==> config.mk <==
export PLATFORM = sky130hd
export DESIGN_NAME = icache_refill
export DESIGN_NICKNAME = d
export VERILOG_FILES = /design/src/design/icache_pkg.sv /design/src/design/icache_refill.sv
export VERILOG_INCLUDE_DIRS = /design/src /design/src/include
export SDC_FILE = /design/constraint.sdc
export NUM_CORES = 1
export LEC_CHECK = 0
export ABC_AREA = 1
export ABC_CLOCK_PERIOD_IN_PS = 4800
export BUFFER_PORTS_ARGS = -buffer_cell sky130_fd_sc_hd__buf_2
export CORE_AREA = 2 2 106 108
export DETAILED_ROUTE_END_ITERATION = 10
export DIE_AREA = 0 0 108 110
export PLACE_DENSITY = 0.82
export SETUP_SLACK_MARGIN = 0.05
export SYNTH_ARGS = -nofsm -noshare
export SYNTH_HDL_FRONTEND = slang
export SYNTH_SLANG_ARGS = --single-unit
==> constraint.sdc <==
create_clock -name clk -period 4.8 [get_ports clk]
set_input_delay 1.44 -clock clk [delete_from_list [all_inputs] [get_ports clk]]
set_output_delay 1.44 -clock clk [all_outputs]
set_load 0.01 [all_outputs]
==> src/include/icache_cfg.svh <==
`ifndef ICACHE_CFG_SVH
`define ICACHE_CFG_SVH

// index plus byte offset within a way
`define ICACHE_IIDX_LEN 12

// physical tag above the index
`define ICACHE_ITAG_LEN 20

// 32-bit words per cache line
`define ICACHE_LINE_WORDS 4

`endif

==> src/design/icache_pkg.sv <==
package icache_pkg;

  `include "icache_cfg.svh"

  localparam int IIDX_LEN   = `ICACHE_IIDX_LEN;
  localparam int ITAG_LEN   = `ICACHE_ITAG_LEN;
  localparam int LINE_WORDS = `ICACHE_LINE_WORDS;
  localparam int MAX_WAYS   = 4;
  localparam int TIDX_LEN   = IIDX_LEN - 4; // line index, 256 sets
  localparam int DADDR_LEN  = IIDX_LEN - 2; // word address into a way

  typedef struct packed {
    logic                valid;
    logic [ITAG_LEN-1:0] tag;
  } itag_t;

  typedef logic [1:0][31:0] iline_grp_t; // two aligned instructions

  typedef struct packed {
    logic        valid;
    logic [31:0] addr;
    logic [3:0]  burst_size; // beats minus one
    logic        data_ok;
  } bus_req_t;

  typedef struct packed {
    logic        ready;
    logic        data_ok;
    logic        data_last;
    logic [31:0] r_data;
  } bus_resp_t;

  typedef struct packed {
    logic [1:0]  valid;
    logic [31:0] pc;
    logic        excp;
  } fetch_req_t;

  typedef enum logic [4:0] {
    S_IDLE   = 5'b00001,
    S_SWEEP  = 5'b00010,
    S_INVAL  = 5'b00100,
    S_REFILL = 5'b01000,
    S_REPLAY = 5'b10000
  } fsm_state_t;

  typedef struct packed {
    logic                start;
    logic [31:0]         line_addr;
    logic [MAX_WAYS-1:0] way; // one-hot, upper bits zero
  } refill_cmd_t;

  typedef struct packed {
    logic [MAX_WAYS-1:0] we;
    logic [TIDX_LEN-1:0] idx;
    itag_t               entry;
  } tag_wr_t;

endpackage

==> src/design/icache_refill.sv <==
`timescale 1ns/1ns

module icache_refill (
  input  logic                             clk,
  input  logic                             rst_n,
  input  icache_pkg::refill_cmd_t          refill_cmd_i,
  input  logic [31:0]                      f2_pc_i,
  input  icache_pkg::bus_resp_t            bus_resp_i,
  output icache_pkg::bus_req_t             bus_req_o,
  output logic [icache_pkg::MAX_WAYS-1:0]  data_we_o,
  output logic [icache_pkg::DADDR_LEN-1:0] data_waddr_o,
  output logic [31:0]                      data_wdata_o,
  output icache_pkg::iline_grp_t           grp_o,
  output logic                             grp_valid_o,
  output logic                             refill_done_o
);

  localparam int IL = icache_pkg::IIDX_LEN;

  logic        req_q;  // address phase
  logic        recv_q; // data phase
  logic [31:0] addr_q;
  logic [icache_pkg::MAX_WAYS-1:0] way_q;
  logic [1:0]  cnt_q;
  logic        beat;
  logic        wr_q;
  logic        done_q;
  logic [icache_pkg::DADDR_LEN-1:0] waddr_q;
  logic [31:0] wdata_q;
  icache_pkg::iline_grp_t grp_q;

  assign beat = recv_q && bus_resp_i.data_ok;

  always_ff @(posedge clk) begin
    if (!rst_n) begin
      req_q  <= 1'b0;
      recv_q <= 1'b0;
      cnt_q  <= '0;
      wr_q   <= 1'b0;
      done_q <= 1'b0;
    end else begin
      if (refill_cmd_i.start) begin
        req_q <= 1'b1;
      end else if (req_q && bus_resp_i.ready) begin
        req_q  <= 1'b0;
        recv_q <= 1'b1;
      end
      if (beat) begin
        cnt_q <= cnt_q + 1'b1;
        if (bus_resp_i.data_last) begin
          recv_q <= 1'b0;
          cnt_q  <= '0;
        end
      end
      wr_q   <= beat;
      done_q <= beat && bus_resp_i.data_last;
    end
  end

  // payload, no reset
  always_ff @(posedge clk) begin
    if (refill_cmd_i.start) begin
      addr_q <= refill_cmd_i.line_addr;
      way_q  <= refill_cmd_i.way;
    end
    if (beat) begin
      waddr_q <= {addr_q[IL-1:4], cnt_q};
      wdata_q <= bus_resp_i.r_data;
      if (cnt_q[1] == f2_pc_i[3]) begin
        grp_q[cnt_q[0]] <= bus_resp_i.r_data; // requested group
      end
    end
  end

  always_comb begin
    bus_req_o            = '0;
    bus_req_o.valid      = req_q;
    bus_req_o.addr       = addr_q;
    bus_req_o.burst_size = 4'd3;
    bus_req_o.data_ok    = recv_q;
  end

  assign data_we_o     = way_q & {icache_pkg::MAX_WAYS{wr_q}};
  assign data_waddr_o  = waddr_q;
  assign data_wdata_o  = wdata_q;
  assign grp_o         = grp_q;
  assign grp_valid_o   = done_q;
  assign refill_done_o = done_q; // same cycle as last write

endmodule

== Word-level counts from Yosys, hierarchy flattened ==
Index checks and enable logic that the tools add are counted.
Widths: inputs -> output; s select.

* Input port bits: 106
* Bits in registers: 148

* Reduce and logical (&&, ||, !) cells: 6
* Multiplexer cells: 10
* Bitwise operators: 1
* Equality and inequality tests: 1
* Order comparisons: 2
* $add $sub $neg: 1

{| class="wikitable"
|+ Operators by type and width
! cell !! number
|-
| $bwmux 64 || 1
|-
| $demux 32 s1 || 1
|-
| $mux 32 || 1
|-
| $mux 1 || 6
|-
| $and 4x4->4 || 1
|-
| $logic_and 1x1->1 || 4
|-
| $add 2x1->2 const B || 1
|-
| $lt 1x2->1 const B || 1
|-
| $mux 2 || 1
|-
| $reduce_and 2->1 || 1
|-
| $reduce_bool 2->1 || 1
|-
| $eq 1x1->1 || 1
|-
| $ge 1x1->1 const B || 1
|}

== Longest topological paths before layout ==
Gate-level depths: netlist of run 1.

* Word-level depth: 5
* Gate-level depth with buffers: 4
* Gate-level depth less buffers: 4

== Least setup slack after synthesis of run 1 ==
Ideal clock, no wire load.

* Path kind: input to register
* Start point: in bus_resp_i[33] (netlist bit)
* End point: reg grp_q (netlist bit grp_o[0]) (enable)
* Setup slack: 0.995 ns
* Buffers on the path: 0
* Cell stages on the path: 4
* Data arrival time: 3.384 ns
* Cell sequence: nand2_2 clkinv_2 nand2_2 nor2_1

* Longest elaborated chain between the ends: 2

{| class="wikitable"
|+ RTL lines
! item !! line !! RTL
|-
| start, declared || icache_refill.sv:8 || <nowiki>input icache_pkg::bus_resp_t bus_resp_i,</nowiki>
|-
| $logic_and 1x1->1 || icache_refill.sv:32 || <nowiki>assign beat = recv_q && bus_resp_i.data_ok;</nowiki>
|-
| named net beat || icache_refill.sv:25 || <nowiki>logic beat;</nowiki>
|-
| $reduce_and 2->1 (no source line) || n/a ||
|-
| end signal, assigned by index || icache_refill.sv:70 || <nowiki>grp_q[cnt_q[0]] <= bus_resp_i.r_data;</nowiki>
|-
| end, declared || icache_refill.sv:30 || <nowiki>icache_pkg::iline_grp_t grp_q;</nowiki>
|}

The timed path passes the listed nets, and every way through them passes these cells.
A chain may end at the register's enable or synchronous reset.

== Worst setup path in the final report of run 1 ==
* Start point: reg way_q[2] (netlist bit)
* End point: out data_we_o[2] (netlist bit)

* Longest elaborated chain between the ends: 1

{| class="wikitable"
|+ RTL lines
! item !! line !! RTL
|-
| start, declared || icache_refill.sv:23 || <nowiki>logic [icache_pkg::MAX_WAYS-1:0] way_q;</nowiki>
|-
| start signal, assigned || icache_refill.sv:64 || <nowiki>way_q <= refill_cmd_i.way;</nowiki>
|-
| $and 4x4->4 || icache_refill.sv:83 || <nowiki>assign data_we_o = way_q & {icache_pkg::MAX_WAYS{wr_q}};</nowiki>
|-
| end, declared || icache_refill.sv:10 || <nowiki>output logic [icache_pkg::MAX_WAYS-1:0] data_we_o,</nowiki>
|}

Every way passes these cells.

==> results_dict.tcl, run 1 <==
set metrics [dict create \
    outcome "finished clean" \
    cp.required_ns 3.36 \
    drive_gt1_share_pct 58.4 \
    antenna_found_initial 1 \
    cts_setup_buffers 0 \
    root_buffer "clkbuf_8" \
    synth_simple_gate_area_share_pct 1.93 \
    met1_usage_pct 16.3 \
    crit_start "way_q[2]" \
    worst_pin_slew_ns 0.952 \
    p_int_mw 2.29 \
    switching_share_pct 20.1 \
    cts_resized 0 \
    synth-seq-cells 148 \
    power_switching_mw 0.575 \
    r2r_cells 4 \
    num_vias 2579 \
    hold_buffers 0 \
    busiest_layer "met2" \
    cap_violations 0 \
    yosysUniqueCellTypes 15 \
    p_leak_nw 2.64 \
    cts_made_buffers 17 \
    final_area_um2 6450 \
    synth-edff-count 142 \
    power.density_nw_per_um2 444 \
    viasPerCell 4.45 \
    crit_fanout 1 \
    critPathCapture "data_we_o[2]" \
    layout_min_cycle_time_ns 2.60 \
    core-area_um2 10700 \
    ys_async_sr_fraction_pct 0 \
    initial_utilization_pct 43.0 \
    ir_worst_vdd_mv 0.238 \
    synth_area_um2 4600 \
    r2r_start "recv_q" \
    pwr-share-comb_pct 3.5 \
    fmax_mhz 385 \
    grt_util_met3_pct 7.05 \
    slew_headroom_pct 36.4 \
    synth_top_area_share_pct 92.6 \
    gp_congestion 0.737 \
    die_h_um 110 \
    reg2reg_slack_ns 3.00 \
    place_ws_ns 1.84 \
    clock_sink_count 148 \
    port_buffers 220 \
    synth-xor-area-share_pct 0.190 \
    gr-usage-met2_pct 25.4 \
    wire_per_inst_um 15.7 \
    postRouteAntennaNets 0 \
    drt_iter0_drc 79 \
    die_area_um2 11900 \
    cts_max_path_buffers 2 \
    track_usage_pct 15.2 \
    antenna-diode-count 0 \
    num-fill-cells 806 \
    wl_um 9100 \
    synth-seq-area-share_pct 95.2 \
    synth_compound_area_share_pct 0.408 \
    worstPathArrival_ns 1.16 \
    nets 533 \
    hold_class "flop to flop" \
    avgSynthCellArea_um2 24.0 \
    pwr-share-clk_pct 45.3 \
    place_inst 548 \
    regArea_um2 4380 \
    synth_commonest_cells "142 x edfxtp_1, 10 x inv_1, 9 x nand2_1" \
    yosysWarningCount 0 \
    worst_slack_ns 2.20 \
    setup_tns_ns 0 \
    rr_endpoint "grp_o[12]" \
    finalSetupViolCount 0 \
    worstSetupPathType "flop to output port" \
    synth_flop_cell "edfxtp_1" \
    clk_latency_ns 0.51 \
    grt_setup_unrepaired "no" \
    cp-start-kind "flop" \
    synth_top_family_by_area "buffers and inverters" \
    synth_top_cell_by_area "edfxtp_1" \
    cts_tree "built" \
    timing.hold.ws_ns 0.447 \
    synth_mux_area_share_pct 0 \
    clock_skew_ns 0.0101 \
    finalHoldViolations 0 \
    htree_levels 4 \
    num_io_pins 256 \
    power.share.sequential_pct 51.1 \
    grt-ovfl-total 0 \
    grt_pass1_vias 2566 \
    drc 0 \
    grt_start_max_net_pins 43 \
    synthTopCellsByArea "edfxtp_1 93%, dfxtp_1 2.6%, buf_4 1.1%, inv_1 0.82%, nand2_1 0.73%" \
    fin_cells 580 \
    period_share_pct 54.2 \
    clkTransAtPathRegs_ns 0.06 \
    rows 38 \
    multiInputGateArea_um2 146 \
    placed_area_um2 5860 \
    synth_most_common_cell "edfxtp_1" \
    synthToLayoutAreaGrowth_pct 40.1 \
    finalMaxSlewViolations 0 \
    dr.pass1.iters 5 \
    grt_pass1_wl_um 12900 \
    hpwlAfterDp_um 6470 \
    yosys.area_share.adder_pct 0 \
    syn_inst 192 \
    dieWidth_um 108 \
    crit_path_end_kind "output port" \
]
cell usage in the layout (no fill, tap or decap), drive strengths merged:
cell      count
nand2        11
bufinv        3
nand3         3
buf         221
clkinvlp      1
edfxtp      142
inv          13
a21oi         3
clkinv        9
dfxtp         6
clkbuf       17
nor2          5
xor2          1
nand4         1
conb          4
critical path, cell delays in order (launching register included):
cell      delay (ns)
edfxtp_1        0.40
nand2_1         0.09
inv_1           0.04
buf_2           0.13
metrics by stage:
| step | util (%) | power (mW) |
|---|---|---|
| after floorplan | - | 1.52 |
| after global placement | 54.7 | 1.59 |
| after detailed placement | 54.7 | 1.59 |
| after CTS | 60.3 | 2.90 |
| after global routing | 60.3 | 2.96 |
| final | 60.3 | 2.87 |
cell families (layout without fill, tap and decap cells):
group	Yosys count	count (layout)
xor gates and xnor gates	1	1
DFF	148	148
other	2	4
and+or+nand+nor	20	20
AOI/OAI and AO/OA	3	3
buffers and inverters	18	264
flip-flops by register name, indices dropped and copies added (netlist names):
register      count
wr_q              1
data_waddr_o     10
grp_valid_o       1
cnt_q             2
req_q             1
grp_o            64
addr_q           32
recv_q            1
data_wdata_o     32
way_q             4
metal layers:
layer | vias up | part of all wire, %
met3 | 15 | 12
met4 | 2 | 1.7
met5 | - | 0.18
li1 | 1190 | -
met1 | 1191 | 37
met2 | 181 | 49
worst min-delay path by stage:
stage               start               to  slack (ns)  cells past startpoint
2_1_floorplan       req_q            req_q        0.45                      2
3_3_place_gp   addr_q[11]  data_waddr_o[9]        0.43                      0
3_5_place_dp    addr_q[6]  data_waddr_o[4]        0.43                      0
4_1_cts         addr_q[6]  data_waddr_o[4]        0.45                      0
5_1_grt         addr_q[6]  data_waddr_o[4]        0.46                      0
6_report        addr_q[6]  data_waddr_o[4]        0.45                      0
cell type report:
type                       count  area share, %
clock buffer                  17           6.42
inverter                      11          0.660
timing repair buffer         221           17.2
tap                          140           2.72
multi-input combinational     28           2.27
clock inverter                15           2.77
sequential                   148           68.0
power by group through the flow:
stage	Clock (mW)	Sequential [mW]	Combinational (mW)
2_1_floorplan	0	1.51	0.0128
3_3_place_gp	0	1.49	0.0984
3_5_place_dp	0	1.49	0.102
4_1_cts	1.33	1.47	0.102
5_1_grt	1.38	1.47	0.111
6_report	1.30	1.47	0.101
Note: power is estimated with default switching activity, not from simulation.
==> run 2: changes to the inputs <==
- ABC_AREA: 1 -> 0
- ABC_CLOCK_PERIOD_IN_PS: 4800 -> 2700
- clock period: 4.8 -> 2.7 ns (I/O delays scaled with it)
==> run 2 against run 1 <==
Compared with the run above: critical endpoint is now data_we_o[0]; synthesized cell count is 6.3% lower; sequential share of layout area is 0.33 points lower; die area stayed put; first-iteration DRC count is 18% lower; area after synthesis is 0.30% higher; flip-flop and latch count stayed put.
==> results_dict.tcl, run 2 <==
set metrics [dict create \
    power.share.sequential_pct 52.7 \
    setup_tns_ns 0 \
    synth_top_area_share_pct 92.4 \
    crit_start "way_q[0]" \
    clkTransAtPathRegs_ns 0.06 \
    worstSetupPathType "flop to output port" \
    yosysWarningCount 0 \
    dr.pass1.iters 4 \
    power.density_nw_per_um2 762 \
    fmax_mhz 503 \
    slowest_delay_ns 0.37 \
    gp_congestion 0.680 \
    dieWidth_um 108 \
    clock_sink_count 148 \
    cp-start-kind "flop" \
    drive_gt1_share_pct 60.0 \
    synthTopCellsByArea "edfxtp_1 92%, dfxtp_1 2.6%, buf_4 1.1%, and2_1 0.68%, o211a_1 0.43%" \
    worstPathArrival_ns 1.18 \
    yosysUniqueCellTypes 21 \
    htree_levels 4 \
    wire_per_inst_um 16.2 \
    ys_async_sr_fraction_pct 0 \
    holdCritStartpoint "addr_q[11]" \
    num_vias 2578 \
    layout_commonest_cell "buf_2" \
    synth-seq-area-share_pct 95.0 \
    drc 0 \
    initial_utilization_pct 43.2 \
    synth-edff-count 142 \
    grt_pass1_wl_um 13100 \
    synth_most_common_cell "edfxtp_1" \
    cts_made_buffers 17 \
    p_leak_nw 2.63 \
    place_ws_ns 0.548 \
    grt_pass1_vias 2614 \
    drt_iter0_drc 65 \
    root_buffer "clkbuf_8" \
    antenna-diode-count 0 \
    crit_chain "and2_1, buf_2" \
    cts_max_path_buffers 2 \
    hold_class "flop to flop" \
    rows 38 \
    avgSynthCellArea_um2 25.6 \
    viasPerCell 4.51 \
    synth_commonest_cells "142 x edfxtp_1, 7 x buf_4, 6 x dfxtp_1" \
    cp.required_ns 1.89 \
    die_h_um 110 \
    grt_start_max_net_pins 33 \
    clock_skew_ns 0.00548 \
    timing.hold.ws_ns 0.454 \
    cts_resized 0 \
    synth_top_cell_by_area "edfxtp_1" \
    antenna_found_initial 0 \
    port_buffers 220 \
    synthToLayoutAreaGrowth_pct 40.4 \
    synth-seq-cells 148 \
    crit_fanout 1 \
    crit_path_end_kind "output port" \
    syn_inst 180 \
    worst_slack_ns 0.711 \
    cts_tree "built" \
    postRouteAntennaNets 0 \
    hold_buffers 0 \
    p_int_mw 3.97 \
    track_usage_pct 15.5 \
    finalHoldViolations 0 \
    outcome "finished clean" \
    clk_latency_ns 0.50 \
    pwr-share-comb_pct 3.7 \
    power_switching_mw 0.969 \
    cap_violations 0 \
    num_io_pins 256 \
    largest_reg_flops 64 \
    die_area_um2 11900 \
    r2r_start "recv_q" \
    grt_setup_unrepaired "no" \
    cp_slowest_cell "edfxtp_1" \
    nets 526 \
    synth_flop_cell "edfxtp_1" \
    fin_util_pct 60.6 \
    cts_setup_buffers 0 \
    pwr-share-clk_pct 43.5 \
    hpwlAfterDp_um 6740 \
    switching_share_pct 19.6 \
    period_share_pct 73.7 \
    layout_min_cycle_time_ns 1.99 \
    ir_worst_vdd_mv 0.439 \
    core-area_um2 10700 \
    finalMaxSlewViolations 0 \
    finalSetupViolCount 0 \
    final_cell_mix "220 x buf_2, 142 x edfxtp_1, 16 x clkbuf_16" \
    synth_area_um2 4620 \
    grt-ovfl-total 0 \
    wl_um 9290 \
]
run 2: critical path, delay by kind of cell (launching register included):
kind | cells | cell delay (ns)
DFF | 1 | 0.37
and+or+nand+nor | 1 | 0.17
buffers and inverters | 1 | 0.14
run 2: kinds of logic (layout without fill, tap and decap cells):
group | after synthesis | in the layout | synth area share, %
flops | 148 | 148 | 95.0
simple gates | 15 | 15 | 2.20
buf+inv | 8 | 258 | 1.22
compound gates | 6 | 6 | 1.27
other cells | 2 | 4 | 0.163
xor+xnor | 1 | 1 | 0.190
run 2: final timing paths:
kind	slack (ns)	cells after the start	to
setup / recovery	0.71	2	data_we_o[0]
setup reg to reg	1.08	3	grp_o[52]
hold / removal	0.45	0	data_waddr_o[9]
hold reg to reg	0.45	0	data_waddr_o[9]
run 2: power groups by stage:
| stage | sequential, mW | clock [mW] | combinational [mW] |
|---|---|---|---|
| detailed placement | 2.65 | 0 | 0.188 |
| finish | 2.60 | 2.15 | 0.185 |
| global route | 2.61 | 2.31 | 0.203 |
| global placement | 2.65 | 0 | 0.180 |
| CTS | 2.60 | 2.21 | 0.189 |
| floorplan | 2.68 | 0 | 0.0224 |
run 2: final cells by class:
type	count	area, um2
sequential	148	4380
timing repair buffer	226	1160
clock inverter	13	135
multi-input combinational	26	206
fill	789	4220
clock buffer	18	418
tap	140	175
inverter	1	3.75
run 2: metal layers:
layer / routed length (um) / GRT usage, % / vias to the layer above
li1: - / - / 1187
met1: 3410 / 16.6 / 1213
met2: 4750 / 26.9 / 170
met3: 1030 / 6.76 / 8
met4: 89 / 6.59 / 0
met5: 0 / 0 / -
run 2: stage by stage:
step / cell area [um2] / power [mW] / instances
finish: 6480 / 4.94 / 572
global route: 6480 / 5.12 / 572
CTS: 6480 / 5.00 / 572
detailed placement: 5930 / 2.84 / 541
global placement: 5930 / 2.83 / 541
floorplan: 4650 / 2.70 / 182
