File: src/include/icache_cfg.svh
`ifndef ICACHE_CFG_SVH
`define ICACHE_CFG_SVH

// index plus byte offset within a way
`define ICACHE_IIDX_LEN 12

// physical tag above the index
`define ICACHE_ITAG_LEN 20

// 32-bit words per cache line
`define ICACHE_LINE_WORDS 4

`endif

File: src/design/icache_pkg.sv
package icache_pkg;

  `include "icache_cfg.svh"

  localparam int IIDX_LEN   = `ICACHE_IIDX_LEN;
  localparam int ITAG_LEN   = `ICACHE_ITAG_LEN;
  localparam int LINE_WORDS = `ICACHE_LINE_WORDS;
  localparam int MAX_WAYS   = 4;
  localparam int TIDX_LEN   = IIDX_LEN - 4; // line index, 256 sets
  localparam int DADDR_LEN  = IIDX_LEN - 2; // word address into a way

  typedef struct packed {
    logic                valid;
    logic [ITAG_LEN-1:0] tag;
  } itag_t;

  typedef logic [1:0][31:0] iline_grp_t; // two aligned instructions

  typedef struct packed {
    logic        valid;
    logic [31:0] addr;
    logic [3:0]  burst_size; // beats minus one
    logic        data_ok;
  } bus_req_t;

  typedef struct packed {
    logic        ready;
    logic        data_ok;
    logic        data_last;
    logic [31:0] r_data;
  } bus_resp_t;

  typedef struct packed {
    logic [1:0]  valid;
    logic [31:0] pc;
    logic        excp;
  } fetch_req_t;

  typedef enum logic [4:0] {
    S_IDLE   = 5'b00001,
    S_SWEEP  = 5'b00010,
    S_INVAL  = 5'b00100,
    S_REFILL = 5'b01000,
    S_REPLAY = 5'b10000
  } fsm_state_t;

  typedef struct packed {
    logic                start;
    logic [31:0]         line_addr;
    logic [MAX_WAYS-1:0] way; // one-hot, upper bits zero
  } refill_cmd_t;

  typedef struct packed {
    logic [MAX_WAYS-1:0] we;
    logic [TIDX_LEN-1:0] idx;
    itag_t               entry;
  } tag_wr_t;

endpackage

File: src/design/icache_ctrl.sv
`timescale 1ns/1ns

module icache_ctrl #(
  parameter int WAY_CNT = 2
) (
  input  logic                          clk,
  input  logic                          rst_n,
  input  icache_pkg::fetch_req_t        fetch_req_i,
  input  logic                          f1_stall_i,
  input  logic                          f2_stall_i,
  input  logic                          flush_i,
  input  logic                          cacheop_valid_i,
  input  logic [31:0]                   cacheop_addr_i,
  input  logic [WAY_CNT-1:0]            hit_i,
  input  logic                          miss_i,
  input  logic                          refill_done_i,
  output icache_pkg::refill_cmd_t       refill_cmd_o,
  output icache_pkg::tag_wr_t           tag_wr_o,
  output logic [icache_pkg::IIDX_LEN-1:0] rd_addr_o,
  output logic [31:0]                   f2_pc_o,
  output logic [1:0]                    valid_o,
  output logic [31:0]                   pc_o,
  output logic                          f2_stall_req_o
);

  localparam int IL = icache_pkg::IIDX_LEN;

  icache_pkg::fsm_state_t fsm_q, fsm_d;

  logic [1:0]   valid_q;
  logic         excp_q;
  logic         cop_q; // F2 holds an invalidate
  logic [31:0]  pc_q;
  logic [icache_pkg::TIDX_LEN-1:0] sweep_q;
  logic [WAY_CNT-1:0] victim_q;
  logic         refill_go;

  // F2 request registers
  always_ff @(posedge clk) begin
    if (!rst_n) begin
      valid_q <= '0;
      excp_q  <= 1'b0;
      cop_q   <= 1'b0;
    end else if (flush_i) begin
      valid_q <= '0;
      excp_q  <= 1'b0;
      cop_q   <= 1'b0;
    end else if (!f2_stall_i) begin
      if (cacheop_valid_i) begin
        valid_q <= '0;
        excp_q  <= 1'b0;
        cop_q   <= 1'b1;
        pc_q    <= cacheop_addr_i;
      end else if (f1_stall_i) begin
        valid_q <= '0; // bubble
        excp_q  <= 1'b0;
        cop_q   <= 1'b0;
      end else begin
        valid_q <= fetch_req_i.valid;
        excp_q  <= fetch_req_i.excp;
        cop_q   <= 1'b0;
        pc_q    <= fetch_req_i.pc;
      end
    end else if (fsm_q == icache_pkg::S_INVAL) begin
      cop_q <= 1'b0; // op done, do not retrigger
    end
  end

  always_comb begin
    fsm_d = fsm_q;
    case (fsm_q)
      icache_pkg::S_IDLE: begin
        if (cop_q) begin
          fsm_d = icache_pkg::S_INVAL;
        end else if ((|valid_q) && !excp_q && miss_i) begin
          fsm_d = icache_pkg::S_REFILL;
        end
      end
      icache_pkg::S_SWEEP: begin
        if (&sweep_q) begin
          fsm_d = icache_pkg::S_IDLE;
        end
      end
      icache_pkg::S_INVAL:  fsm_d = icache_pkg::S_IDLE;
      icache_pkg::S_REFILL: begin
        if (refill_done_i) begin
          fsm_d = icache_pkg::S_REPLAY;
        end
      end
      icache_pkg::S_REPLAY: fsm_d = icache_pkg::S_IDLE;
      default:              fsm_d = icache_pkg::S_IDLE;
    endcase
  end

  assign refill_go = (fsm_q == icache_pkg::S_IDLE) && (fsm_d == icache_pkg::S_REFILL);

  always_ff @(posedge clk) begin
    if (!rst_n) begin
      fsm_q    <= icache_pkg::S_SWEEP;
      sweep_q  <= '0;
      victim_q <= WAY_CNT'(1);
    end else begin
      fsm_q <= fsm_d;
      if (fsm_q == icache_pkg::S_SWEEP) begin
        sweep_q <= sweep_q + 1'b1;
      end
      if (refill_go) begin
        // rotate one-hot victim
        victim_q <= (victim_q << 1) | (victim_q >> (WAY_CNT - 1));
      end
    end
  end

  always_comb begin
    refill_cmd_o           = '0;
    refill_cmd_o.start     = refill_go;
    refill_cmd_o.line_addr = {pc_q[31:4], 4'b0000};
    refill_cmd_o.way[WAY_CNT-1:0] = victim_q;
  end

  // tag writes: sweep clear, new line, invalidate
  always_comb begin
    tag_wr_o             = '0;
    tag_wr_o.idx         = pc_q[IL-1:4];
    tag_wr_o.entry.tag   = pc_q[31:IL];
    if (fsm_q == icache_pkg::S_SWEEP) begin
      tag_wr_o.we[WAY_CNT-1:0] = '1;
      tag_wr_o.idx             = sweep_q;
      tag_wr_o.entry           = '0;
    end else if (refill_go) begin
      tag_wr_o.we[WAY_CNT-1:0] = victim_q;
      tag_wr_o.entry.valid     = 1'b1;
    end else if (fsm_q == icache_pkg::S_INVAL) begin
      tag_wr_o.we[WAY_CNT-1:0] = hit_i;
      tag_wr_o.entry           = '0;
    end
  end

  // hold the F2 address on the arrays while stalled
  always_comb begin
    if (f2_stall_req_o || f2_stall_i) begin
      rd_addr_o = pc_q[IL-1:0];
    end else if (cacheop_valid_i) begin
      rd_addr_o = cacheop_addr_i[IL-1:0];
    end else begin
      rd_addr_o = fetch_req_i.pc[IL-1:0];
    end
  end

  assign f2_pc_o        = pc_q;
  assign pc_o           = pc_q;
  assign valid_o        = valid_q & {2{!f2_stall_i}};
  assign f2_stall_req_o = (fsm_q != icache_pkg::S_IDLE) || (fsm_d != icache_pkg::S_IDLE);

endmodule

File: config.mk
export PLATFORM = sky130hd
export DESIGN_NAME = icache_ctrl
export DESIGN_NICKNAME = d
export VERILOG_FILES = /design/src/design/icache_pkg.sv /design/src/design/icache_ctrl.sv
export VERILOG_INCLUDE_DIRS = /design/src /design/src/include
export SDC_FILE = /design/constraint.sdc
export NUM_CORES = 1
export LEC_CHECK = 0
export BUFFER_PORTS_ARGS = -buffer_cell sky130_fd_sc_hd__buf_2
export CAP_MARGIN = 0
export CORE_AREA = 4 4 93 95
export DETAILED_ROUTE_END_ITERATION = 8
export DIE_AREA = 0 0 97 99
export HOLD_SLACK_MARGIN = 0.15
export PLACE_DENSITY_LB_ADDON = 0.1
export SYNTH_ARGS = -nofsm -noshare
export SYNTH_HDL_FRONTEND = slang
export SYNTH_SLANG_ARGS = --single-unit
export TNS_END_PERCENT = 100
File: constraint.sdc
create_clock -name clk -period 5.2 [get_ports clk]
set_input_delay 1.04 -clock clk [delete_from_list [all_inputs] [get_ports clk]]
set_output_delay 1.04 -clock clk [all_outputs]
set_load 0.1 [all_outputs]
Word level (Yosys, flattened, before mapping)
Index checks and enable logic that the tools add are counted.
Cells by class
  $add $sub $neg: 1
  equal/unequal tests: 9
  muxes and demuxes: 24
  bitwise operators: 5
  reduce and logical (&&, ||, !) cells: 11
Operators with widths (number)
  $mux W32: 2
  $mux W20: 2
  $mux W12: 2
  $mux W21: 1
  $mux W5: 4
  $pmux W5 S3: 1
  $eq A5 B4 Y1 const B: 2
  $mux W2: 5
  $ne A5 B1 Y1 const B: 2
  $add A8 B1 Y8 const B: 1
  $mux W8: 1
  $reduce_and A8 Y1: 1
  $mux W1: 6
  $eq A5 B1 Y1 const B: 1
  $eq A5 B2 Y1 const B: 1
  $eq A5 B3 Y1 const B: 1
  $ne A2 B1 Y1 const B: 2
  $reduce_and A4 Y1: 1
  $reduce_or A2 Y1: 2
  $logic_and A1 B1 Y1: 3
  $not A1 Y1: 3
  $and A2 B2 Y2: 1
  $logic_not A1 Y1: 2
  $logic_or A1 B1 Y1: 2
  $or A2 B1 Y2: 1
Storage, ports and cells
  bits in registers: 51
  input port bits: 77
  output and inout bits: 149
  word-level logic and storage cells: 57

Logic depth before layout (Yosys ltp)
Gate-level depths: netlist (run 1).
  depth after elaboration: 10
  gate-level depth with buffers: 7
  mapped depth without buffers: 5

Worst setup path before layout (run 1)
No wires, ideal clock.
  kind: input -> output
  start: input miss_i
  end: output tag_wr_o[20] (netlist bit)
  arrival time: 4035 ps
  required time: 4160 ps
  setup slack: 125 ps
  stages: 2
  buffers on the path: 0
  cells stage by stage: nand2b_1 nor4bb_1
RTL lines
  start, declared: RTL line icache_ctrl.sv:15  | input logic miss_i,
  end, declared: RTL line icache_ctrl.sv:18  | output icache_pkg::tag_wr_t tag_wr_o,

==> results of run 1 <==
Yosys cell counts, types with 3 or more instances:
| master | n |
|---|---|
| mux2_2 | 42 |
| nand3_1 | 7 |
| nor2_1 | 16 |
| buf_2 | 6 |
| and2_1 | 20 |
| o21ai_0 | 3 |
| xor2_1 | 7 |
| and3_1 | 3 |
| edfxtp_1 | 32 |
| buf_4 | 70 |
| nand2_1 | 10 |
| dfxtp_1 | 19 |
| mux2_4 | 10 |
| nor2b_1 | 3 |
| a21oi_1 | 5 |
| clkbuf_1 | 3 |
| nand4_1 | 3 |
cells in the final DEF (no fill, tap or decap), types with 8 or more instances in the layout:
cell type and instances:
dfxtp_1 19, mux2_2 42, and2_1 20, nor2_1 16
conb_1 8, buf_2 217, nand2_1 10, edfxtp_1 32
mux2_4 10
worst min path at each step:
stage                     startpoint  endpoint  slack (ns)  depth (start not counted)
after floorplan               excp_q    excp_q        0.43                          2
after global placement        excp_q    excp_q        0.45                          2
after detailed placement      excp_q    excp_q        0.46                          2
after CTS                     excp_q    excp_q        0.47                          2
after global routing          excp_q    excp_q        0.51                          2
final                         excp_q    excp_q        0.46                          2
per-stage QoR:
stage	worst slack [ns]	utilization, %	power (mW)
6_report	1.31	51.7	1.18
5_1_grt	1.02	51.7	1.22
4_1_cts	1.24	51.7	1.19
3_5_place_dp	1.56	50.4	0.922
3_3_place_gp	1.58	50.4	0.921
2_1_floorplan	0.125	-	0.878
flip-flops by register name (all words and copies together), names as in the netlist:
signal	flops
victim_q	2
excp_q	1
cop_q	1
f2_pc_o	32
valid_q	2
sweep_q	8
fsm_q	5
layer usage:
layer	part of all wire, %	up-vias	wire (um)
li1	-	1222	-
met2	52	148	4430
met5	0	-	0
met1	38	1158	3280
met3	9.0	5	772
met4	0.75	0	64
logic make-up (layout without fill, tap and decap cells):
logic type                 after synthesis  count (layout)  synth area share, %
adders and majority gates                1               1                0.389
other                                    1               8                0.117
muxes                                   54              54                 20.0
and+or+nand+nor                         77              77                 14.4
AOI/OAI and AO/OA                       13              13                 2.80
xor gates and xnor gates                 8               8                 2.18
DFF                                     51              51                 41.7
buffers and inverters                   83             229                 18.4
worst min-delay path, delay by kind of cell, from the launching register on:
| kind | cells | cell delay [ns] |
|---|---|---|
| DFF | 1 | 0.31 |
| and+or+nand+nor | 1 | 0.06 |
| AOI/OAI and AO/OA | 1 | 0.05 |
area by class of cell:
class                   instances  area share (%)
clock buffers                   7            1.91
clock inverters                 1           0.751
inverters                       2           0.188
multi-input cells             161            32.9
flip-flops and latches         51            33.5
well taps                     102            3.19
repair buffers                219            27.5
power by group:
part / switching (mW) / internal, mW
registers: 0.0148 / 0.447
logic: 0.371 / 0.0776
clock network: 0.125 / 0.144
total: 0.510 / 0.669
==> flow_metrics.py, run 1 <==
metrics = {
    "run_status": {
        "status": "complete, no violations",
    },
    "global_route": {
        "track_usage_pct": 16.9,
        "gr-total-overflow": 0,
        "grt_use_met3_pct": 4.39,
        "grtUsageMet2_pct": 32.4,
        "grt_max_degree": 25,
        "use_met1_pct": 18.5,
        "grt_pass1_wl_um": 13100,
        "grt_pass1_vias": 2532,
        "top_usage_layer": "met2",
        "antenna_found_initial": 0,
    },
    "synth": {
        "synth.avg_cell_area_um2": 11.2,
        "async_flop_share_pct": 0,
        "synth.distinct_cells": 40,
        "synthFlopType": "edfxtp_1",
        "yosys.area.top_type": "edfxtp_1",
        "ys_ff_latch": 51,
        "synth_area_um2": 3220,
        "ys_warn_count": 0,
        "ys_seq_area_share_pct": 41.7,
        "synthCells": 288,
        "yosys-top-cells-area": "edfxtp_1 30%, buf_4 16%, mux2_2 15%",
        "synth_top_area_share_pct": 29.9,
        "synth-edff-count": 32,
    },
    "layout": {
        "antenna_cells": 0,
        "syn2layout_area_growth_pct": 24.4,
        "regArea_um2": 1340,
        "fillCellCount": 739,
        "stdcell_count": 543,
        "drive_gt1_share_pct": 64.4,
        "nets": 518,
        "multi_input_area_um2": 1320,
        "design_area_um2": 4000,
    },
    "critical_path": {
        "r2r-end": "fsm_q[0]",
        "crit_path_start": "fsm_q[3]",
        "crit_fanout": 20,
        "reg2reg_slack_ns": 3.44,
        "crit_type": "register to output pin",
        "cp-end-kind": "output pin",
        "reg2reg_depth": 4,
        "crit_path_end": "tag_wr_o[7]",
        "cp.required_ns": 4.16,
        "cp.depth": 5,
        "cp_slowest_stage_delay_ns": 0.85,
        "cp.arrival_ns": 2.85,
        "path_delay_family": "simple AND/OR/NAND/NOR gates",
        "path_buf_inv": 1,
        "crit_path_cell_trace": "nor2_1 > and3_1 > nor2_1 > and2_1 > buf_2",
        "cp-start-kind": "register",
        "r2r-start": "fsm_q[3]",
        "crit_path_frequent_cell": "nor2_1",
        "cpMaxStageDelayCell": "nor2_1",
    },
    "place": {
        "dp_cells": 535,
        "postPlaceCellArea_um2": 3890,
        "dp.final_hpwl_um": 6940,
        "gp_congestion": 0.820,
        "port_buffers": 217,
    },
    "pwr": {
        "ir_drop_mv": 0.124,
        "power.density_nw_per_um2": 295,
        "p_leak_nw": 1.97,
    },
    "clock_network": {
        "cts_tree": "built",
        "cts_num_sinks": 51,
        "cts.clk_slew.worst_paths_ns": 0.08,
        "ctsResizeCount": 0,
        "clkLatencyLatePin_ns": 0.30,
        "postCtsSetupRepairBufs": 0,
        "ctsLongestPathBuffers": 2,
        "holdBufCountCts": 0,
        "cts-buffers-inserted": 5,
        "htreeDepth": 2,
        "cts-root-buf": "clkbuf_8",
    },
    "routing": {
        "drt_wl_total_um": 8540,
        "avgRoutedWirePerCell_um": 15.7,
        "vias": 2533,
        "drt_first_pass_iters": 4,
        "final_antenna_net_count": 0,
        "drt_iter0_drc": 69,
        "viasPerCell": 4.66,
        "route.detailed.drc": 0,
    },
    "sta": {
        "whs_ns": 0.463,
        "hold_violations": 0,
        "finalMaxSlewViolations": 0,
        "relSlewSlack_pct": 32.2,
        "setup-violations-final": 0,
        "worst_pin_slew_ns": 1.01,
        "grt_setup_unrepaired": "false",
        "post-route-period-util_pct": 74.9,
        "finalSetupTns_ns": 0,
        "period_needed_ns": 3.89,
        "clock.fmax_mhz": 257,
        "fin_skew_ns": 0.00948,
    },
    "floorplan": {
        "die-area_um2": 9600,
        "die_w_um": 97,
        "start_util_pct": 41.6,
        "std_cell_rows": 32,
        "die_y_um": 99,
        "core_um2": 7730,
        "ios": 226,
    },
    "run": {
        "maxCapViolations": 0,
    },
    "worst_hold_path": {
        "min_path_type": "register to register",
    },
}
Note: power is estimated with default switching activity, not from simulation.
==> run 2, diff against run 1 <==
==> constraint.sdc (replaced) <==
create_clock -name clk -period 3.7 [get_ports clk]
set_input_delay 0.74 -clock clk [delete_from_list [all_inputs] [get_ports clk]]
set_output_delay 0.74 -clock clk [all_outputs]
set_load 0.1 [all_outputs]
==> run 2 against run 1 <==
Effect of this change:
- cell area is essentially flat
- sequential power rose by 40%
- clock skew fell by 0.0012 ns
- first-iteration DRC count decreased by 29%
- register-to-register slack worse by 1.4 ns
- worst hold slack hardly changed
==> flow_metrics.py, run 2 (synthesis gave the netlist of run 1 again) <==
metrics = {
    "critical_path": {
        "cp.required_ns": 2.96,
        "crit_type": "register to output pin",
        "path_buf_inv": 2,
        "path_delay_family": "simple AND/OR/NAND/NOR gates",
        "cp-end-kind": "output pin",
        "crit_fanout": 10,
        "cp-start-kind": "register",
        "r2r-start": "fsm_q[3]",
        "crit_path_cell_trace": "nor2_1 > and3_1 > buf_4 > mux2_2 > buf_2",
        "cp.arrival_ns": 2.22,
        "cpMaxStageDelayCell": "dfxtp_1",
        "crit_path_start": "fsm_q[3]",
        "cp_slowest_stage_delay_ns": 0.40,
    },
    "floorplan": {
        "die_w_um": 97,
        "start_util_pct": 41.6,
        "core_um2": 7730,
        "ios": 226,
        "die-area_um2": 9600,
        "die_y_um": 99,
        "std_cell_rows": 32,
    },
    "clock_network": {
        "ctsLongestPathBuffers": 2,
        "cts_tree": "built",
        "ctsResizeCount": 0,
        "clkLatencyLatePin_ns": 0.30,
        "cts_num_sinks": 51,
        "cts.clk_slew.worst_paths_ns": 0.09,
        "htreeDepth": 2,
        "holdBufCountCts": 0,
        "postCtsSetupRepairBufs": 0,
        "cts-root-buf": "clkbuf_8",
        "cts-buffers-inserted": 5,
    },
    "global_route": {
        "gr-total-overflow": 0,
        "antenna_found_initial": 0,
        "grt_max_degree": 26,
        "grt_pass1_vias": 2399,
        "track_usage_pct": 16.7,
        "grt_pass1_wl_um": 13000,
    },
    "layout": {
        "fillCellCount": 741,
        "layout_common_cells": "217 x buf_2, 42 x mux2_2, 32 x edfxtp_1, 20 x and2_1, 19 x dfxtp_1",
        "largest_reg_flops": 32,
        "syn2layout_area_growth_pct": 24.4,
        "layout_commonest_cell": "buf_2",
        "antenna_cells": 0,
        "drive_gt1_share_pct": 64.8,
        "nets": 520,
    },
    "place": {
        "port_buffers": 217,
        "gp_congestion": 0.803,
        "dp.final_hpwl_um": 6900,
    },
    "routing": {
        "viasPerCell": 4.59,
        "avgRoutedWirePerCell_um": 15.8,
        "final_antenna_net_count": 0,
        "drt_first_pass_iters": 4,
        "vias": 2500,
        "drt_iter0_drc": 49,
        "drt_wl_total_um": 8600,
        "route.detailed.drc": 0,
    },
    "sta": {
        "fin_skew_ns": 0.00830,
        "hold_violations": 0,
        "post-route-period-util_pct": 80.0,
        "finalSetupTns_ns": 0,
        "period_needed_ns": 2.96,
        "grt_setup_unrepaired": "false",
        "finalMaxSlewViolations": 0,
        "setup-violations-final": 0,
        "clock.fmax_mhz": 338,
        "worst_pin_slew_ns": 0.545,
        "relSlewSlack_pct": 63.2,
    },
    "pwr": {
        "power_mw": 1.59,
        "p_leak_nw": 1.98,
        "power.density_nw_per_um2": 398,
        "ir_drop_mv": 0.188,
    },
    "worst_hold_path": {
        "holdCritStartpoint": "excp_q",
        "min_path_type": "register to register",
    },
    "run": {
        "maxCapViolations": 0,
    },
    "run_status": {
        "status": "complete, no violations",
    },
}
run 2: changes by cell type in the layout (fill, tap and decap cells not counted):
cell,delta
buf_4,+2
clkinv_2,+1
nor3_2,-1
bufinv_16,-1
nor3_4,+1
nor4bb_2,+1
nor4bb_1,-1
run 2: per-stage QoR:
| stage | utilization (%) | instances | hold WS (ns) | setup WS, ns | cell area (um^2) |
|---|---|---|---|---|---|
| global route | 51.8 | 545 | 0.497 | 0.602 | 4000 |
| CTS | 51.8 | 545 | 0.468 | 0.716 | 4000 |
| floorplan | - | 295 | 0.434 | 0.276 | 3250 |
| detailed placement | 50.7 | 537 | 0.453 | 0.806 | 3920 |
| finish | 51.8 | 545 | 0.463 | 0.738 | 4000 |
| global placement | 50.7 | 537 | 0.457 | 0.856 | 3920 |
run 2: worst paths after layout:
check | end | cells past startpoint | slack [ns]
setup / recovery | tag_wr_o[28] | 5 | 0.74
hold / removal | excp_q | 2 | 0.46
setup reg to reg | fsm_q[0] | 5 | 2.03
hold reg to reg | excp_q | 2 | 0.46
run 2: layout make-up:
type                    instances  area, um^2  share of cell area (%)
multi-input cells             161        1330                    33.2
inverters                       2        7.51                   0.188
clock buffers                   7        76.3                    1.91
flip-flops and latches         51        1340                    33.5
clock inverters                 1        5.00                   0.125
repair buffers                221        1120                    27.9
well taps                     102         128                    3.19
run 2: where the power goes:
group | switching [mW] | leakage, nW | internal, mW
Combinational | 0.521 | 1.49 | 0.110
Sequential | 0.0206 | 0.446 | 0.629
Clock | 0.177 | 0.0422 | 0.133
Total | 0.719 | 1.98 | 0.872
run 2: per-layer routing:
layer	vias to the layer above	GRT usage, %	wire (um)
li1	1226	-	-
met4	0	2.59	46
met5	-	0	0
met3	5	5.17	759
met2	129	31.3	4480
met1	1140	18.9	3310
run 2: worst register-to-register path, stage by stage, from the launching register on:
cell	delay, ns
dfxtp_1	0.40
nor2_1	0.30
and3_1	0.33
buf_4	0.24
nand2_1	0.13
o2bb2ai_1	0.15
==> run 3, diff against run 2 <==
--- a/config.mk
+++ b/config.mk
@@ -8,9 +8,9 @@
 export LEC_CHECK = 0
 export BUFFER_PORTS_ARGS = -buffer_cell sky130_fd_sc_hd__buf_2
 export CAP_MARGIN = 0
-export CORE_AREA = 4 4 93 95
+export CORE_AREA = 4 4 97 99
 export DETAILED_ROUTE_END_ITERATION = 8
-export DIE_AREA = 0 0 97 99
+export DIE_AREA = 0 0 101 103
 export HOLD_SLACK_MARGIN = 0.15
 export PLACE_DENSITY_LB_ADDON = 0.1
 export SYNTH_ARGS = -nofsm -noshare
==> constraint.sdc (replaced) <==
create_clock -name clk -period 2.7 [get_ports clk]
set_input_delay 0.54 -clock clk [delete_from_list [all_inputs] [get_ports clk]]
set_output_delay 0.54 -clock clk [all_outputs]
set_load 0.1 [all_outputs]
==> run 3 against run 2 <==
Effect of this change:
- critical path depth did not move
- final cell count increased by 1.8%
- combinational power increased by 41%
- first-iteration DRC count decreased by 35%
==> flow_metrics.py, run 3 (synthesis gave the netlist of run 1 again) <==
metrics = {
    "run_status": {
        "status": "complete, no violations",
    },
    "critical_path": {
        "cp_slowest_stage_delay_ns": 0.36,
        "crit_type": "register to output pin",
        "cp-start-kind": "register",
        "crit_fanout": 13,
        "cp.required_ns": 2.16,
        "cp.arrival_ns": 2.08,
        "crit_path_cell_trace": "nor2_1 > and3_1 > buf_4 > mux2_2 > buf_2",
        "cpMaxStageDelayCell": "mux2_2",
        "cp-end-kind": "output pin",
    },
    "routing": {
        "avgRoutedWirePerCell_um": 16.8,
        "viasPerCell": 4.61,
        "vias": 2558,
        "drt_wl_total_um": 9330,
        "drt_iter0_drc": 32,
        "drt_first_pass_iters": 4,
        "route.detailed.drc": 0,
        "final_antenna_net_count": 0,
    },
    "pwr": {
        "swShare_pct": 43.5,
        "p_leak_nw": 2.08,
        "clock_power_share_pct": 22.8,
        "p_sw_mw": 1.00,
        "power.density_nw_per_um2": 520,
        "p_seq_share_pct": 38.6,
        "ir_drop_mv": 0.315,
        "comb_power_share_pct": 38.6,
        "intPower_mw": 1.30,
    },
    "sta": {
        "whs_ns": 0.464,
        "fin_skew_ns": 0.00929,
        "period_needed_ns": 2.62,
        "grt_setup_unrepaired": "true",
        "relSlewSlack_pct": 66.0,
        "post-route-period-util_pct": 97.2,
        "finalSetupTns_ns": 0,
        "worst_pin_slew_ns": 0.504,
        "setup-violations-final": 0,
        "clock.fmax_mhz": 381,
        "hold_violations": 0,
        "finalMaxSlewViolations": 0,
    },
    "clock_network": {
        "htreeDepth": 2,
        "cts.clk_slew.worst_paths_ns": 0.09,
        "ctsLongestPathBuffers": 2,
        "clkLatencyLatePin_ns": 0.30,
        "holdBufCountCts": 0,
        "cts_num_sinks": 51,
        "cts-buffers-inserted": 5,
        "cts-root-buf": "clkbuf_8",
        "cts_tree": "built",
        "postCtsSetupRepairBufs": 0,
    },
    "global_route": {
        "antenna_found_initial": 1,
        "grt_pass1_wl_um": 12600,
        "gr-total-overflow": 0,
        "grt_pass1_vias": 2350,
        "track_usage_pct": 15.9,
        "grt_max_degree": 31,
    },
    "layout": {
        "nets": 524,
        "layout_common_cells": "185 x buf_2, 42 x mux2_2, 32 x edfxtp_1, 21 x buf_12, 20 x and2_1",
        "stdcell_count": 555,
        "syn2layout_area_growth_pct": 37.5,
        "drive_gt1_share_pct": 65.5,
        "antenna_cells": 0,
        "layout_commonest_cell": "buf_2",
        "largest_reg_flops": 32,
    },
    "place": {
        "port_buffers": 217,
        "dp_cells": 546,
        "dp.final_hpwl_um": 7470,
        "gp_congestion": 0.745,
    },
    "floorplan": {
        "start_util_pct": 37.6,
        "die_y_um": 103,
        "die-area_um2": 10400,
        "std_cell_rows": 34,
        "die_w_um": 101,
        "ios": 226,
        "core_um2": 8550,
    },
    "worst_hold_path": {
        "min_path_type": "register to register",
    },
    "run": {
        "maxCapViolations": 0,
    },
}
run 3: cell count changes in the layout (fill, tap and decap cells not counted), sizes merged:
cell | previous run | this run
buf | 221 | 224
bufinv | 0 | 1
clkbuf | 7 | 5
clkinv | 2 | 3
nand2b | 3 | 4
run 3: critical path, delay by kind of cell (launching register included):
kind / cells / cell delay (ns)
DFF: 1 / 0.32
buffers and inverters: 2 / 0.55
and+or+nand+nor: 2 / 0.55
muxes: 1 / 0.36
run 3: repair_timing:
| item | CTS | global route |
|---|---|---|
| gates cloned | 0 | 1 |
| endpoints found under the setup margin | 27 | 26 |
| gates resized for setup | 8 | 12 |
run 3: routing by layer:
layer,part of all wire [%],wire [um],GRT usage [%]
met1,35,3260,16.7
met2,54,5000,31.2
met3,11,988,4.87
met4,0.69,64,3.07
met5,0.14,13,0
run 3: stage by stage:
stage	worst slack (ns)	power (mW)	instance area, um^2	utilization, %
2_1_floorplan	-0.350	1.69	3250	-
3_5_place_dp	0.156	1.79	4260	49.9
3_3_place_gp	0.176	1.79	4260	49.9
4_1_cts	0.000515	2.33	4390	51.3
6_report	0.0757	2.30	4420	51.7
5_1_grt	-0.00603	2.39	4420	51.7
run 3: layout make-up:
cell class	instances	area, um^2
Sequential cell	51	1340
Clock buffer	5	68.8
Fill cell	799	4130
Timing Repair Buffer	224	1480
Inverter	2	7.51
Multi-Input combinational cell	162	1350
Clock inverter	3	38.8
Tap cell	108	135
run 3: path summary, 6_finish.rpt:
check / startpoint / end / slack (ns) / depth (start not counted)
max reg2reg: sweep_q[0] / sweep_q[4] / 1.12 / 5
min reg2reg: excp_q / excp_q / 0.46 / 2
max: fsm_q[3] / tag_wr_o[21] / 0.08 / 5
min: excp_q / excp_q / 0.46 / 2
run 3: power groups by stage:
stage / Clock (mW) / Combinational [mW] / Sequential, mW
global route: 0.578 / 0.916 / 0.895
CTS: 0.550 / 0.891 / 0.890
finish: 0.524 / 0.888 / 0.889
floorplan: 0 / 0.635 / 1.06
global placement: 0 / 0.883 / 0.907
detailed placement: 0 / 0.886 / 0.908
